## src/knn_config.svh

```systemverilog
`ifndef KNN_CONFIG_SVH
`define KNN_CONFIG_SVH

////////////////////////////////////////
// data sizes
`define KNN_ELEM_W      11                      // bits per patch element
`define KNN_DIST_W      11                      // saturating distance
`define KNN_PATCH_SIZE  5

////////////////////////////////////////
// memory geometry
`define KNN_LEAF_SIZE   8                       // patches per leaf
`define KNN_NUM_LEAVES  64
`define KNN_K           4                       // results returned
`define KNN_LEAF_AW     $clog2(`KNN_NUM_LEAVES)
`define KNN_SLOT_W      $clog2(`KNN_LEAF_SIZE)

`endif

```

## src/knn_data_pkg.sv

```systemverilog
`include "knn_config.svh"

package knn_data_pkg;

    ////////////////////////////////////////
    // patch data
    typedef logic signed [`KNN_ELEM_W-1:0] elem_t;
    typedef elem_t [`KNN_PATCH_SIZE-1:0]   patch_t;

    ////////////////////////////////////////
    // search results
    typedef logic [`KNN_DIST_W-1:0]  dist_t;      // saturates at all ones
    typedef logic [`KNN_LEAF_AW-1:0] leaf_addr_t;

    // leaf number in the upper bits, slot in the lower bits
    typedef logic [`KNN_LEAF_AW+`KNN_SLOT_W-1:0] cand_idx_t;

    typedef dist_t     [`KNN_LEAF_SIZE-1:0] slot_dist_t;
    typedef cand_idx_t [`KNN_LEAF_SIZE-1:0] slot_idx_t;

    typedef dist_t     [`KNN_K-1:0] best_dist_t;  // entry 0 is the nearest
    typedef cand_idx_t [`KNN_K-1:0] best_idx_t;

endpackage

```

## src/running_min.sv

```systemverilog
`timescale 1ns/1ps
`include "knn_config.svh"

module running_min (
    input  logic                        clk,
    input  logic                        rst_n,
    input  logic                        dist_valid,
    input  logic                        dist_first,
    input  logic                        dist_last,
    input  knn_data_pkg::slot_dist_t    slot_dist,
    input  knn_data_pkg::slot_idx_t     slot_idx,
    output logic                        min_valid,
    output knn_data_pkg::slot_dist_t    min_dist,
    output knn_data_pkg::slot_idx_t     min_idx
);

    import knn_data_pkg::*;

    always_ff @(posedge clk or negedge rst_n) begin
        if (!rst_n) begin
            min_valid <= 1'b0;
        end else begin
            min_valid <= dist_valid && dist_last;       // last leaf folded in
        end
    end

    ////////////////////////////////////////
    // per-slot minimum
    always_ff @(posedge clk) begin
        if (dist_valid) begin
            for (int s = 0; s < `KNN_LEAF_SIZE; s++) begin
                // strict compare so a tie keeps the earlier leaf
                if (dist_first || (slot_dist[s] < min_dist[s])) begin
                    min_dist[s] <= slot_dist[s];
                    min_idx[s]  <= slot_idx[s];
                end
            end
        end
    end

    ////////////////////////////////////////
    // checks

    a_tags_need_valid : assert property (@(posedge clk) disable iff (!rst_n)
        (dist_first || dist_last) |-> dist_valid)
        else $error("running_min: leaf tag without dist_valid");

endmodule

```

## config.mk

```make
export PLATFORM = sky130hd
export DESIGN_NAME = running_min
export DESIGN_NICKNAME = d
export VERILOG_FILES = /design/src/knn_data_pkg.sv /design/src/running_min.sv
export VERILOG_INCLUDE_DIRS = /design/src /design/src/src
export SDC_FILE = /design/constraint.sdc
export NUM_CORES = 1
export LEC_CHECK = 0
export BUFFER_PORTS_ARGS = -buffer_cell sky130_fd_sc_hd__buf_4
export CAP_MARGIN = 20
export CORE_MARGIN = 10
export CORE_UTILIZATION = 47
export CTS_CLUSTER_DIAMETER = 150
export DETAILED_ROUTE_END_ITERATION = 6
export PLACE_DENSITY = 0.81
export SKIP_CTS_REPAIR_TIMING = 1
export SLEW_MARGIN = 15
export SYNTH_ARGS = -nofsm -noshare
export SYNTH_HDL_FRONTEND = slang
export SYNTH_SLANG_ARGS = --single-unit
```

## constraint.sdc

```tcl
create_clock -name clk -period 3.5 [get_ports clk]
set_input_delay 0.35 -clock clk [delete_from_list [all_inputs] [get_ports clk]]
set_output_delay 0.35 -clock clk [all_outputs]
set_load 0.005 [all_outputs]
```

== After elaboration in Yosys (flattened, before gate mapping) ==
Index checks and enable logic that the tools add are counted.

* Register bits after elaboration: 161
* Input bits: 165
* Output and inout port bits: 161
* Word-level logic and storage cells: 42

* Order comparisons: 8
* Reductions and logical operators: 17

{| class="wikitable"
|+ Operator list
! operator !! number
|-
| < comparator 11 bit || 8
|-
| AND reduction 2 bit || 8
|-
| logical OR 1 bit || 8
|-
| logical AND 1 bit || 1
|}

== Longest topological paths before layout ==
* Depth after elaboration: 3
* Mapped depth: 6

== Worst setup path after synthesis ==
OpenSTA, ideal clock, no wires.

* Path kind: reg-to-reg
* Start: reg min_dist[63] (netlist bit)
* End: reg min_dist[55] (netlist bit) (enable)
* Library setup time: 0.404 ns
* Arrival time: 2.245 ns
* Required time: 3.096 ns
* Slack: 0.851 ns
* Stages on the path, launching flop included: 7
* Buffers on the path: 0
* Clock period less this slack: 2.649 ns
* Cells stage by stage: edfxtp_1 inv_1 ha_1 a2111oi_2 o21a_1 o21ai_1 a21oi_1

* Longest elaborated chain between the ends: 3

{| class="wikitable"
|+ RTL lines
! what !! RTL line !! source
|-
| from (decl) || running_min.sv:13 || <nowiki>output knn_data_pkg::slot_dist_t min_dist,</nowiki>
|-
| from (signal, indexed assignment) || running_min.sv:34 || <nowiki>min_dist[s] <= slot_dist[s];</nowiki>
|-
| < comparator 11 bit || running_min.sv:33 || <nowiki>if (dist_first || (slot_dist[s] < min_dist[s])) begin</nowiki>
|-
| logical OR 1 bit || running_min.sv:33 ||
|-
| AND reduction 2 bit (no line) || n/a ||
|}

No other way between the ends.
A chain may end at the register's enable or synchronous reset.

== Worst setup path after layout ==
* Start: reg min_dist[12] (netlist bit)
* End: reg min_dist[13] (netlist bit) (enable)

Same word-level chain as after synthesis.

==> summary.txt <==
outcome -> finished clean
maxcap violations -> 0
relative max-transition margin -> 35.3%
Via-to-Cell Ratio -> 5.11
post-DR wirelength/cell -> 20.8 um
minimum clock period -> 2.47 ns
crit path launch type -> flop
register area share after synthesis -> 69.9%
Sw Pwr -> 1130 uW
final setup fails -> 0
H-Tree Depth -> 4
commonest non-fill, non-tap cell in the layout -> buf_4
register share of total power -> 48.2%
Clock Skews -> 0.00549 ns
RD Place Congestion -> 0.843
Pins Over Slew Limit -> 0
Max Fclk -> 0.406 GHz
DP Wirelength -> 16800 um
Antenna Cells -> 0
CTS tree -> done
first-pass GRT wire length -> 30200 um
cell area after synthesis -> 6910 um2
Worst-Skew Late Latency -> 0.42 ns
Clk pwr share -> 36.6%
initial antenna violation count -> 0
Post-Route WL -> 20600 um
total global-route track usage -> 19.6%
final hold vios -> 0
Yosys cell types -> 23
Routed Antenna Nets -> 0
post-synthesis register bit count -> 161
TritonCTS Sinks -> 161
Pwr Total -> 4970 uW
Syn Nets -> 692
Die X -> 141 um
Clock Tree Buf Depth -> 2
vias in the first global route -> 5473
Die ar. -> 20000 um2
design internal power -> 3840 uW
Mean Syn Cell Area -> 15.5 um2
nets -> 1038
IO Port Bufs -> 325
largest net degree at the start of global routing -> 21
DIE HEIGHT -> 141 um
Layout area overhead -> 47.5%
DRC violations left -> 0
YS warnings -> 0
DR vias -> 5049
PwrDens -> 488 nW/um2
fillers -> 991
First-pass DRT Iterations -> 4
# placed instances -> 957
total grt overflow -> 0
RSZ-0062 raised after global routing -> false
Crit Path Max Fanout -> 20
post-route insts no fill -> 988
Worst-Margin Slew -> 0.971 ns
Core Rows -> 44
CTS clock-pin slew for the worst setup and hold paths -> 0.06 ns
IO Count -> 326
Hold WS -> 0.104 ns
setup TNS -> 0 ns
layout cell share with drive strength beyond 1 -> 44.9%
Critical Path RT -> 3.54 ns
Pleak -> 0.00464 uW
critical path arrival -> 2.51 ns
most frequent cells in the layout -> buf_4 (328), edfxtp_1 (160), inv_1 (83)
Initial DRC Count -> 198
Final period util -> 70.4%
Root Buffer -> clkbuf_16
combinational power share -> 15.3%
maximum VDD drop -> 0.282 mV
crit path capture type -> flop
Hold Path Class -> primary input to flop
Initial Util -> 47.7%
CTS Buf Count -> 17
cells after synthesis -> 447
core box area -> 14500 um2
Sw Ratio -> 22.8%
WS Path Type -> flop to flop
==> area by class of cell <==
type	count	area [um2]	area share, %
Tap cell	184	230	2.26
Timing Repair Buffer	329	2470	24.3
Clock inverter	11	141	1.39
Sequential cell	161	4830	47.4
Multi-Input combinational cell	201	1770	17.4
Inverter	83	312	3.06
Clock buffer	19	433	4.25
==> synthesized netlist by cell type <==
cell type | n | area share (%)
a2111oi_2 | 3 | 0.65
a211oi_1 | 9 | 0.98
a21oi_1 | 13 | 0.94
a32o_1 | 5 | 0.72
and2_1 | 1 | 0.091
and4_1 | 3 | 0.38
buf_2 | 1 | 0.072
clkbuf_1 | 1 | 0.054
dfrtp_1 | 1 | 0.36
edfxtp_1 | 160 | 70
ha_1 | 80 | 14
inv_1 | 83 | 4.5
nand2b_1 | 3 | 0.27
nand4_1 | 5 | 0.45
nor2_1 | 13 | 0.71
nor2b_1 | 5 | 0.45
nor3_1 | 10 | 0.72
nor3b_1 | 10 | 1.1
o211ai_1 | 5 | 0.54
o21a_1 | 3 | 0.33
o21ai_0 | 25 | 1.8
o21ai_1 | 3 | 0.22
o41ai_1 | 5 | 0.63
==> metrics by stage <==
stage / setup slack [ns] / utilization, % / area (um2)
detailed placement: 0.974 / 66.3 / 9610
finish: 1.03 / 70.4 / 10200
global route: 0.871 / 70.4 / 10200
floorplan: 0.851 / - / 6910
CTS: 1.03 / 70.3 / 10200
global placement: 1.10 / 66.3 / 9610
==> state kept, by name (all words and copies together), names as in the netlist <==
register and count:
min_idx 72, min_dist 88, min_valid 1
==> power by group through the flow <==
stage / Clock (uW) / Sequential, uW / Combinational, uW
2_1_floorplan: 0 / 2440 / 247
3_3_place_gp: 0 / 2430 / 738
3_5_place_dp: 0 / 2440 / 767
4_1_cts: 1850 / 2400 / 774
5_1_grt: 1940 / 2410 / 844
6_report: 1820 / 2400 / 759
==> path summary, 6_finish.rpt <==
| check | startpoint | end | slack (ns) | depth (start not counted) |
|---|---|---|---|---|
| max in group asynchronous | rst_n | min_valid$_DFF_PN0_ | 3.14 | 2 |
| setup reg to reg | min_dist[12]$_DFFE_PP_ | min_dist[13]$_DFFE_PP_ | 1.03 | 6 |
| setup / recovery | min_dist[12]$_DFFE_PP_ | min_dist[13]$_DFFE_PP_ | 1.03 | 6 |
| hold reg to reg | min_dist[77]$_DFFE_PP_ | min_dist[80]$_DFFE_PP_ | 0.98 | 4 |
| min in group asynchronous | rst_n | min_valid$_DFF_PN0_ | 0.28 | 2 |
| hold / removal | slot_idx[55] | min_idx[55]$_DFFE_PP_ | 0.10 | 1 |
==> per-layer routing <==
layer	track usage (%)	vias to the layer above	share of wire, %
met3	7.14	42	9.0
met4	8.91	0	3.4
met2	35.3	229	53
met1	19.6	2419	35
li1	-	2359	-
met5	0	-	0
==> worst max-delay path, stage by stage, from the launching register on <==
cell and delay (ns):
edfxtp_1 0.39, inv_1 0.08, ha_1 0.21, o21ai_0 0.16
nor2_1 0.06, o41ai_1 0.32, a32o_1 0.85
==> cells by family (layout without fill, tap and decap cells) <==
kind of cell / Yosys count / count (layout) / synth area share, %
flops: 161 / 161 / 69.9
buf+inv: 85 / 442 / 4.64
fa+ha+maj: 80 / 80 / 14.5
compound gates: 71 / 71 / 6.83
simple gates: 50 / 50 / 4.16
Note: power is estimated with default switching activity, not from simulation.
