==> config.mk <==
export PLATFORM = sky130hd
export DESIGN_NAME = search_ctrl
export DESIGN_NICKNAME = d
export VERILOG_FILES = /design/src/knn_data_pkg.sv /design/src/knn_ctrl_pkg.sv /design/src/search_ctrl.sv
export VERILOG_INCLUDE_DIRS = /design/src /design/src/src
export SDC_FILE = /design/constraint.sdc
export NUM_CORES = 1
export LEC_CHECK = 0
export BUFFER_PORTS_ARGS = -buffer_cell sky130_fd_sc_hd__buf_2
export CAP_MARGIN = 20
export CORE_AREA = 2 2 39 41
export CTS_CLUSTER_DIAMETER = 80
export DETAILED_ROUTE_END_ITERATION = 10
export DIE_AREA = 0 0 41 43
export GPL_TIMING_DRIVEN = 0
export PLACE_DENSITY_LB_ADDON = 0.12
export SETUP_SLACK_MARGIN = 0.15
export SYNTH_ARGS = -nofsm -noshare
export SYNTH_HDL_FRONTEND = slang
export SYNTH_SLANG_ARGS = --single-unit
==> constraint.sdc <==
create_clock -name clk -period 2.2 [get_ports clk]
set_input_delay 0.33 -clock clk [delete_from_list [all_inputs] [get_ports clk]]
set_output_delay 0.33 -clock clk [all_outputs]
set_load 0.005 [all_outputs]
==> src/knn_config.svh <==
`ifndef KNN_CONFIG_SVH
`define KNN_CONFIG_SVH

////////////////////////////////////////
// data sizes
`define KNN_ELEM_W      11                      // bits per patch element
`define KNN_DIST_W      11                      // saturating distance
`define KNN_PATCH_SIZE  5

////////////////////////////////////////
// memory geometry
`define KNN_LEAF_SIZE   8                       // patches per leaf
`define KNN_NUM_LEAVES  64
`define KNN_K           4                       // results returned
`define KNN_LEAF_AW     $clog2(`KNN_NUM_LEAVES)
`define KNN_SLOT_W      $clog2(`KNN_LEAF_SIZE)

`endif

==> src/knn_data_pkg.sv <==
`include "knn_config.svh"

package knn_data_pkg;

    ////////////////////////////////////////
    // patch data
    typedef logic signed [`KNN_ELEM_W-1:0] elem_t;
    typedef elem_t [`KNN_PATCH_SIZE-1:0]   patch_t;

    ////////////////////////////////////////
    // search results
    typedef logic [`KNN_DIST_W-1:0]  dist_t;      // saturates at all ones
    typedef logic [`KNN_LEAF_AW-1:0] leaf_addr_t;

    // leaf number in the upper bits, slot in the lower bits
    typedef logic [`KNN_LEAF_AW+`KNN_SLOT_W-1:0] cand_idx_t;

    typedef dist_t     [`KNN_LEAF_SIZE-1:0] slot_dist_t;
    typedef cand_idx_t [`KNN_LEAF_SIZE-1:0] slot_idx_t;

    typedef dist_t     [`KNN_K-1:0] best_dist_t;  // entry 0 is the nearest
    typedef cand_idx_t [`KNN_K-1:0] best_idx_t;

endpackage

==> src/knn_ctrl_pkg.sv <==
package knn_ctrl_pkg;

    // leaf scan sequencing
    typedef enum logic {
        IDLE,
        SCAN
    } scan_state_t;

endpackage

==> src/search_ctrl.sv <==
`timescale 1ns/1ps
`include "knn_config.svh"

module search_ctrl (
    input  logic                        clk,
    input  logic                        rst_n,
    input  logic                        start,
    output logic                        rd_en,
    output logic                        rd_first,
    output logic                        rd_last,
    output knn_data_pkg::leaf_addr_t    rd_leaf
);

    import knn_data_pkg::*;
    import knn_ctrl_pkg::*;

    localparam leaf_addr_t LAST_LEAF = leaf_addr_t'(`KNN_NUM_LEAVES - 1);

    scan_state_t state;
    leaf_addr_t  leaf_cnt;

    ////////////////////////////////////////
    // scan FSM
    always_ff @(posedge clk or negedge rst_n) begin
        if (!rst_n) begin
            state    <= IDLE;
            leaf_cnt <= '0;
        end else begin
            case (state)
                IDLE: begin
                    leaf_cnt <= '0;
                    if (start) begin
                        state <= SCAN;
                    end
                end
                SCAN: begin
                    leaf_cnt <= leaf_cnt + 1'b1;        // wraps to 0 after the last leaf
                    if (leaf_cnt == LAST_LEAF) begin
                        state <= IDLE;
                    end
                end
                default: state <= IDLE;
            endcase
        end
    end

    assign rd_en    = (state == SCAN);                  // one leaf read per cycle
    assign rd_leaf  = leaf_cnt;
    assign rd_first = rd_en && (leaf_cnt == '0);
    assign rd_last  = rd_en && (leaf_cnt == LAST_LEAF);

    ////////////////////////////////////////
    // checks

    // the scan stops right after the last leaf
    a_stop_after_last : assert property (@(posedge clk) disable iff (!rst_n)
        rd_last |=> (state == IDLE) && !rd_en)
        else $error("search_ctrl: read issued after the last leaf");

    // an accepted start opens the scan at leaf 0
    a_start_first : assert property (@(posedge clk) disable iff (!rst_n)
        (state == IDLE) && start |=> rd_first)
        else $error("search_ctrl: scan did not begin at leaf 0");

endmodule

Word level (Yosys, flattened, before mapping)
Index checks and enable logic that the tools add are counted.
- output and inout bits: 9
- register bits after elaboration: 7
- word-level logic and storage cells: 12
- $add $sub $neg: 1
- bitwise logic cells: 1
- mux-type cells: 4
- equal/unequal tests: 1
- reduce and logical (&&, ||, !) cells: 3
- operator list (cell ; number):
    one-hot mux 6 bit (2 select lines) ; 1
    adder 6 x 1 -> 6 bit, second input constant ; 1
    equality test 6 bit, second input constant ; 1
    logical NOT 6 bit ; 1
    logical AND 1 bit ; 2
    2-to-1 mux 1 bit ; 2
    one-hot mux 1 bit (2 select lines) ; 1
    NOT 1 bit ; 1

Logic depth before layout (Yosys ltp)
- word-level depth: 3
- gate-level depth with buffers: 4
- depth with buffers taken out: 4

Worst setup path before layout
Ideal clock, no wire load.
- path kind: reg-to-output
- start point: register leaf_cnt[0] (netlist: rd_leaf[0])
- end point: output port rd_last
- setup slack: 996 ps
- data arrival time: 874 ps
- cell stages (with the launch flop): 4
- path buffers: 0
- cell sequence: dfrtp_1 ha_1 nand3_1 nor2_1
- cells in the longest elaborated chain, start to end: 2
- RTL lines (element ; RTL line ; text):
    from (decl) ; search_ctrl.sv:20 ; leaf_addr_t leaf_cnt;
    from (signal assigned) ; search_ctrl.sv:37 ; leaf_cnt <= leaf_cnt + 1'b1;
    equality test 6 bit ; search_ctrl.sv:50 ; assign rd_last = rd_en && (leaf_cnt == LAST_LEAF);
    logical AND 1 bit ; search_ctrl.sv:50 ;
    to (decl) ; search_ctrl.sv:10 ; output logic rd_last,
No other way between the ends.

Worst setup path after layout
Ends and elaborated chain as after synthesis.

==> results.txt <==
----------------------------------------------------
[Synthesis]
  Seq/Total Area, Yosys ... a little over 50%
  Cells taking the most area after synthesis ... sky130_fd_sc_hd__dfrtp_1 52%, sky130_fd_sc_hd__and2_1 7.4%, sky130_fd_sc_hd__ha_1 7.4%
  Post-Synthesis Cell Area ... 337.8 µm²
  Adder-Cell Fraction of Synth Area ... 7.407%
  Count of mapped cells out of synthesis ... 31
  Count of state elements after synthesis ... 7
  Basic-gate share of the synthesized area counting and, or, nand and nor cells ... approximately 29%
  Post-Syn Nets ... 36
  Number of warnings issued by yosys ... 0
  XOR/XNOR Fraction of Synth Area ... 7.778%
  Area fraction in compound gates after synthesis ... approximately 2.2%
  Portion of netlist area occupied by mux cells ... 0%
  Mean cell area of the mapped netlist ... around 11 µm²
  Proportion of netlist area held by the largest area contributor ... 51.85%
  Post-synthesis cell type with the largest combined area ... sky130_fd_sc_hd__dfrtp_1
  Library cells used by synthesis ... 15
  Dominant combinational cell family by area after synthesis ... simple AND/OR/NAND/NOR gates

[Min path]
  Classification of the worst-slack hold path ... input pin to flip-flop
  Startpoint of the lowest-slack hold path ... start

[Die]
  Height of the chip ... about 43 µm
  Number of rows created at floorplan ... 14
  Core Box Area ... roughly 1400 µm²
  Top-level I/O count ... 12
  Die outline width ... 41 µm
  Effective utilization at floorplan ... 24.41%
  Die area ... 1763 µm²

[Clock tree]
  Clock sink count ... 7
  Buffer levels on the longest clock path ... 2
  Quantity of gates resized following cts ... 0
  TritonCTS clock tree ... built
  TritonCTS buffer count ... 3
  Clk slew on worst S/H paths ... 0.06 ns
  Clock latency of the later-clocked register in the worst-skew pair ... roughly 0.25 ns
  Buffer type at the clock tree root ... sky130_fd_sc_hd__clkbuf_4
  CTS HTree Levels ... 1

[GRT]
  Via count of the first global-routing pass ... 239
  Wire length of the first global-routing pass ... 1021 µm
  Sum of overflow across all layers after global routing ... 0
  Overall routing resource usage ... 9.173%
  Largest net degree at the start of global routing ... 12
  Number of antenna violations at the first check in global routing ... 0

[Timing]
  Worst-Margin Slew ... about 0.28 ns
  Final Hold Violating Endpoints ... 0
  Setup violation total in the final timing report ... 0
  Unrepaired setup endpoints after global routing ... false
  Max-slew violations ... 0
  Maximum operating frequency ... ~600 MHz
  Part of the cycle the worst path needs ... 75.58%
  Final setup TNS ... 0 ns
  Slew Limit Headroom ... between 80% and 90%
  Post-route minimum period ... 1.663 ns
  Final clock skew ... 0.006736 ns

[Layout]
  Register cell area after layout ... 175.2 µm²
  Commonest non-fill, non-tap cell in the layout ... sky130_fd_sc_hd__buf_2
  Area of the multi-input gates ... 155.1 µm²
  Share of final-layout standard cells stronger than drive strength 1 ... around a third
  Number of antenna repair diodes ... 0
  Area added between synthesis and finish ... 32.96%
  Commonest cells after routing, fill and taps aside ... 11 x sky130_fd_sc_hd__buf_2, 7 x sky130_fd_sc_hd__dfrtp_1, 4 x sky130_fd_sc_hd__and2_1
  Final-stage net count ... 53
  Post-layout instance area ... approximately 450 µm²
  Number of filler cells placed in the layout ... 157

[Routing]
  Total wire length after detailed routing ... 660 µm
  Number of antenna-violating nets in the routed design ... 0
  Number of vias after detailed routing ... 265
  Number of DRC markers after the initial detailed-route iteration ... 7
  Avg Vias per Cell ... 4.206
  Routed len/inst ... 10.48 µm
  Post-route DRC violation count ... 0
  First-pass iteration count of the detailed router ... 3

[Setup path]
  WP data arrival ... ~1.3 ns
  Critical R2R Launch ... rd_leaf[2]$_DFF_PN0_
  Kind of cell with the highest combined delay on the critical path ... flip-flops
  Timing startpoint of the critical path ... rd_leaf[0]$_DFF_PN0_
  Crit path capture type ... output port
  Critical path data required time ... between 1.5 and 2 ns
  Critical path's slowest cell ... sky130_fd_sc_hd__dfrtp_1
  Worst path bufs/invs ... 1
  Category of the critical setup timing path ... flip-flop to output port
  Slowest Stage Delay on Critical Path ... 0.41 ns
  Type of element launching the critical path ... flip-flop
  Cell breakdown of the critical path ... ha_1 > nand3_1 > nor2_1 > buf_2
  Max FO, Critical Path ... 5

[Status]
  Result of the run ... completed

[Place]
  Instance area at placement ... 412.9 µm²
  DPL Wire Length ... 503.5 µm
  Global placer's final weighted congestion ... 0.6425
  Quantity of I/O buffers inserted on ports ... 11

[Run]
  MaxCap Viol Count ... 0

[Pwr]
  Peak supply drop ... 0.4602 mV
  Power per cell area ... 1376 nW/µm²
  P_leak ... 0.2144 nW

----------------------------------------------------
==> worst reg2reg max path, stage by stage, from the launching register on <==
cell and delay, ns:
sky130_fd_sc_hd__dfrtp_1 0.43, sky130_fd_sc_hd__nand3_2 0.13, sky130_fd_sc_hd__or4b_1 0.50, sky130_fd_sc_hd__nand2_1 0.07
==> power by group <==
part / switching [mW] / total (mW) / internal [mW]
Sequential: 0.0771 / 0.267 / 0.189
Combinational: 0.0943 / 0.235 / 0.141
Clock: 0.0474 / 0.117 / 0.0692
Total: 0.219 / 0.618 / 0.399
==> registers in the layout, summed over array words and instances, names as in the netlist <==
signal	cells
rd_en	1
rd_leaf	6
==> final timing paths <==
check / endpoint / slack [ns] / cells after the start
max: rd_last / 0.54 / 4
min: rd_en$_DFF_PN0_ / 0.29 / 3
max reg2reg: rd_leaf[5]$_DFF_PN0_ / 1.01 / 3
min reg2reg: rd_leaf[0]$_DFF_PN0_ / 0.52 / 1
max in group asynchronous: rd_leaf[0]$_DFF_PN0_ / 1.60 / 2
min in group asynchronous: rd_leaf[1]$_DFF_PN0_ / 0.44 / 2
==> cell families after synthesis <==
kind of cell	after synthesis
buf+inv	2
fa+ha+maj	2
simple gates	16
flops	7
compound gates	1
xor+xnor	3
==> what timing repair did <==
action / 4_1_cts / 5_1_grt
setup buffers: 0 / 0
hold endpoints to repair: 7 / 0
hold buffers: 1 / 0
==> synth_stat cells <==
master,number
sky130_fd_sc_hd__and2_1,4
sky130_fd_sc_hd__dfrtp_1,7
sky130_fd_sc_hd__ha_1,2
sky130_fd_sc_hd__inv_1,2
sky130_fd_sc_hd__nand2_1,2
sky130_fd_sc_hd__nand3_1,2
sky130_fd_sc_hd__nand3_2,1
sky130_fd_sc_hd__nand4bb_1,1
sky130_fd_sc_hd__nor2_1,3
sky130_fd_sc_hd__nor2b_1,1
sky130_fd_sc_hd__nor3_1,1
sky130_fd_sc_hd__o211ai_1,1
sky130_fd_sc_hd__or4b_1,1
sky130_fd_sc_hd__xnor2_1,2
sky130_fd_sc_hd__xor2_1,1
==> per-layer routing <==
metal | GRT usage [%] | share of wire (%) | vias up
met1 | 11.73 | 46 | 123
met3 | 3.141 | 6.7 | 0
met5 | 0 | 0 | -
met2 | 11.56 | 47 | 8
li1 | - | - | 134
met4 | 8.000 | 0 | 0
==> per-stage QoR <==
step / power (mW) / hold slack (ns) / std cells / util [%] / worst slack, ns
2_1_floorplan: 0.4140 / 0.03441 / 31 / - / 0.9961
3_3_place_gp: 0.5032 / 0.1716 / 58 / 29.84 / 0.8333
3_5_place_dp: 0.5108 / 0.1786 / 58 / 29.84 / 0.7987
4_1_cts: 0.6342 / 0.2849 / 63 / 32.46 / 0.5332
5_1_grt: 0.6783 / 0.3112 / 63 / 32.46 / 0.4214
6_report: 0.6183 / 0.2931 / 63 / 32.46 / 0.5371
==> area by class of cell <==
cell class / instances / area share, %
sequential: 7 / 39.00
tap: 16 / 4.457
inverter: 2 / 1.671
multi-input combinational: 22 / 34.54
timing repair buffer: 12 / 14.48
clock buffer: 4 / 5.850
(Power assumes the default switching activity.)
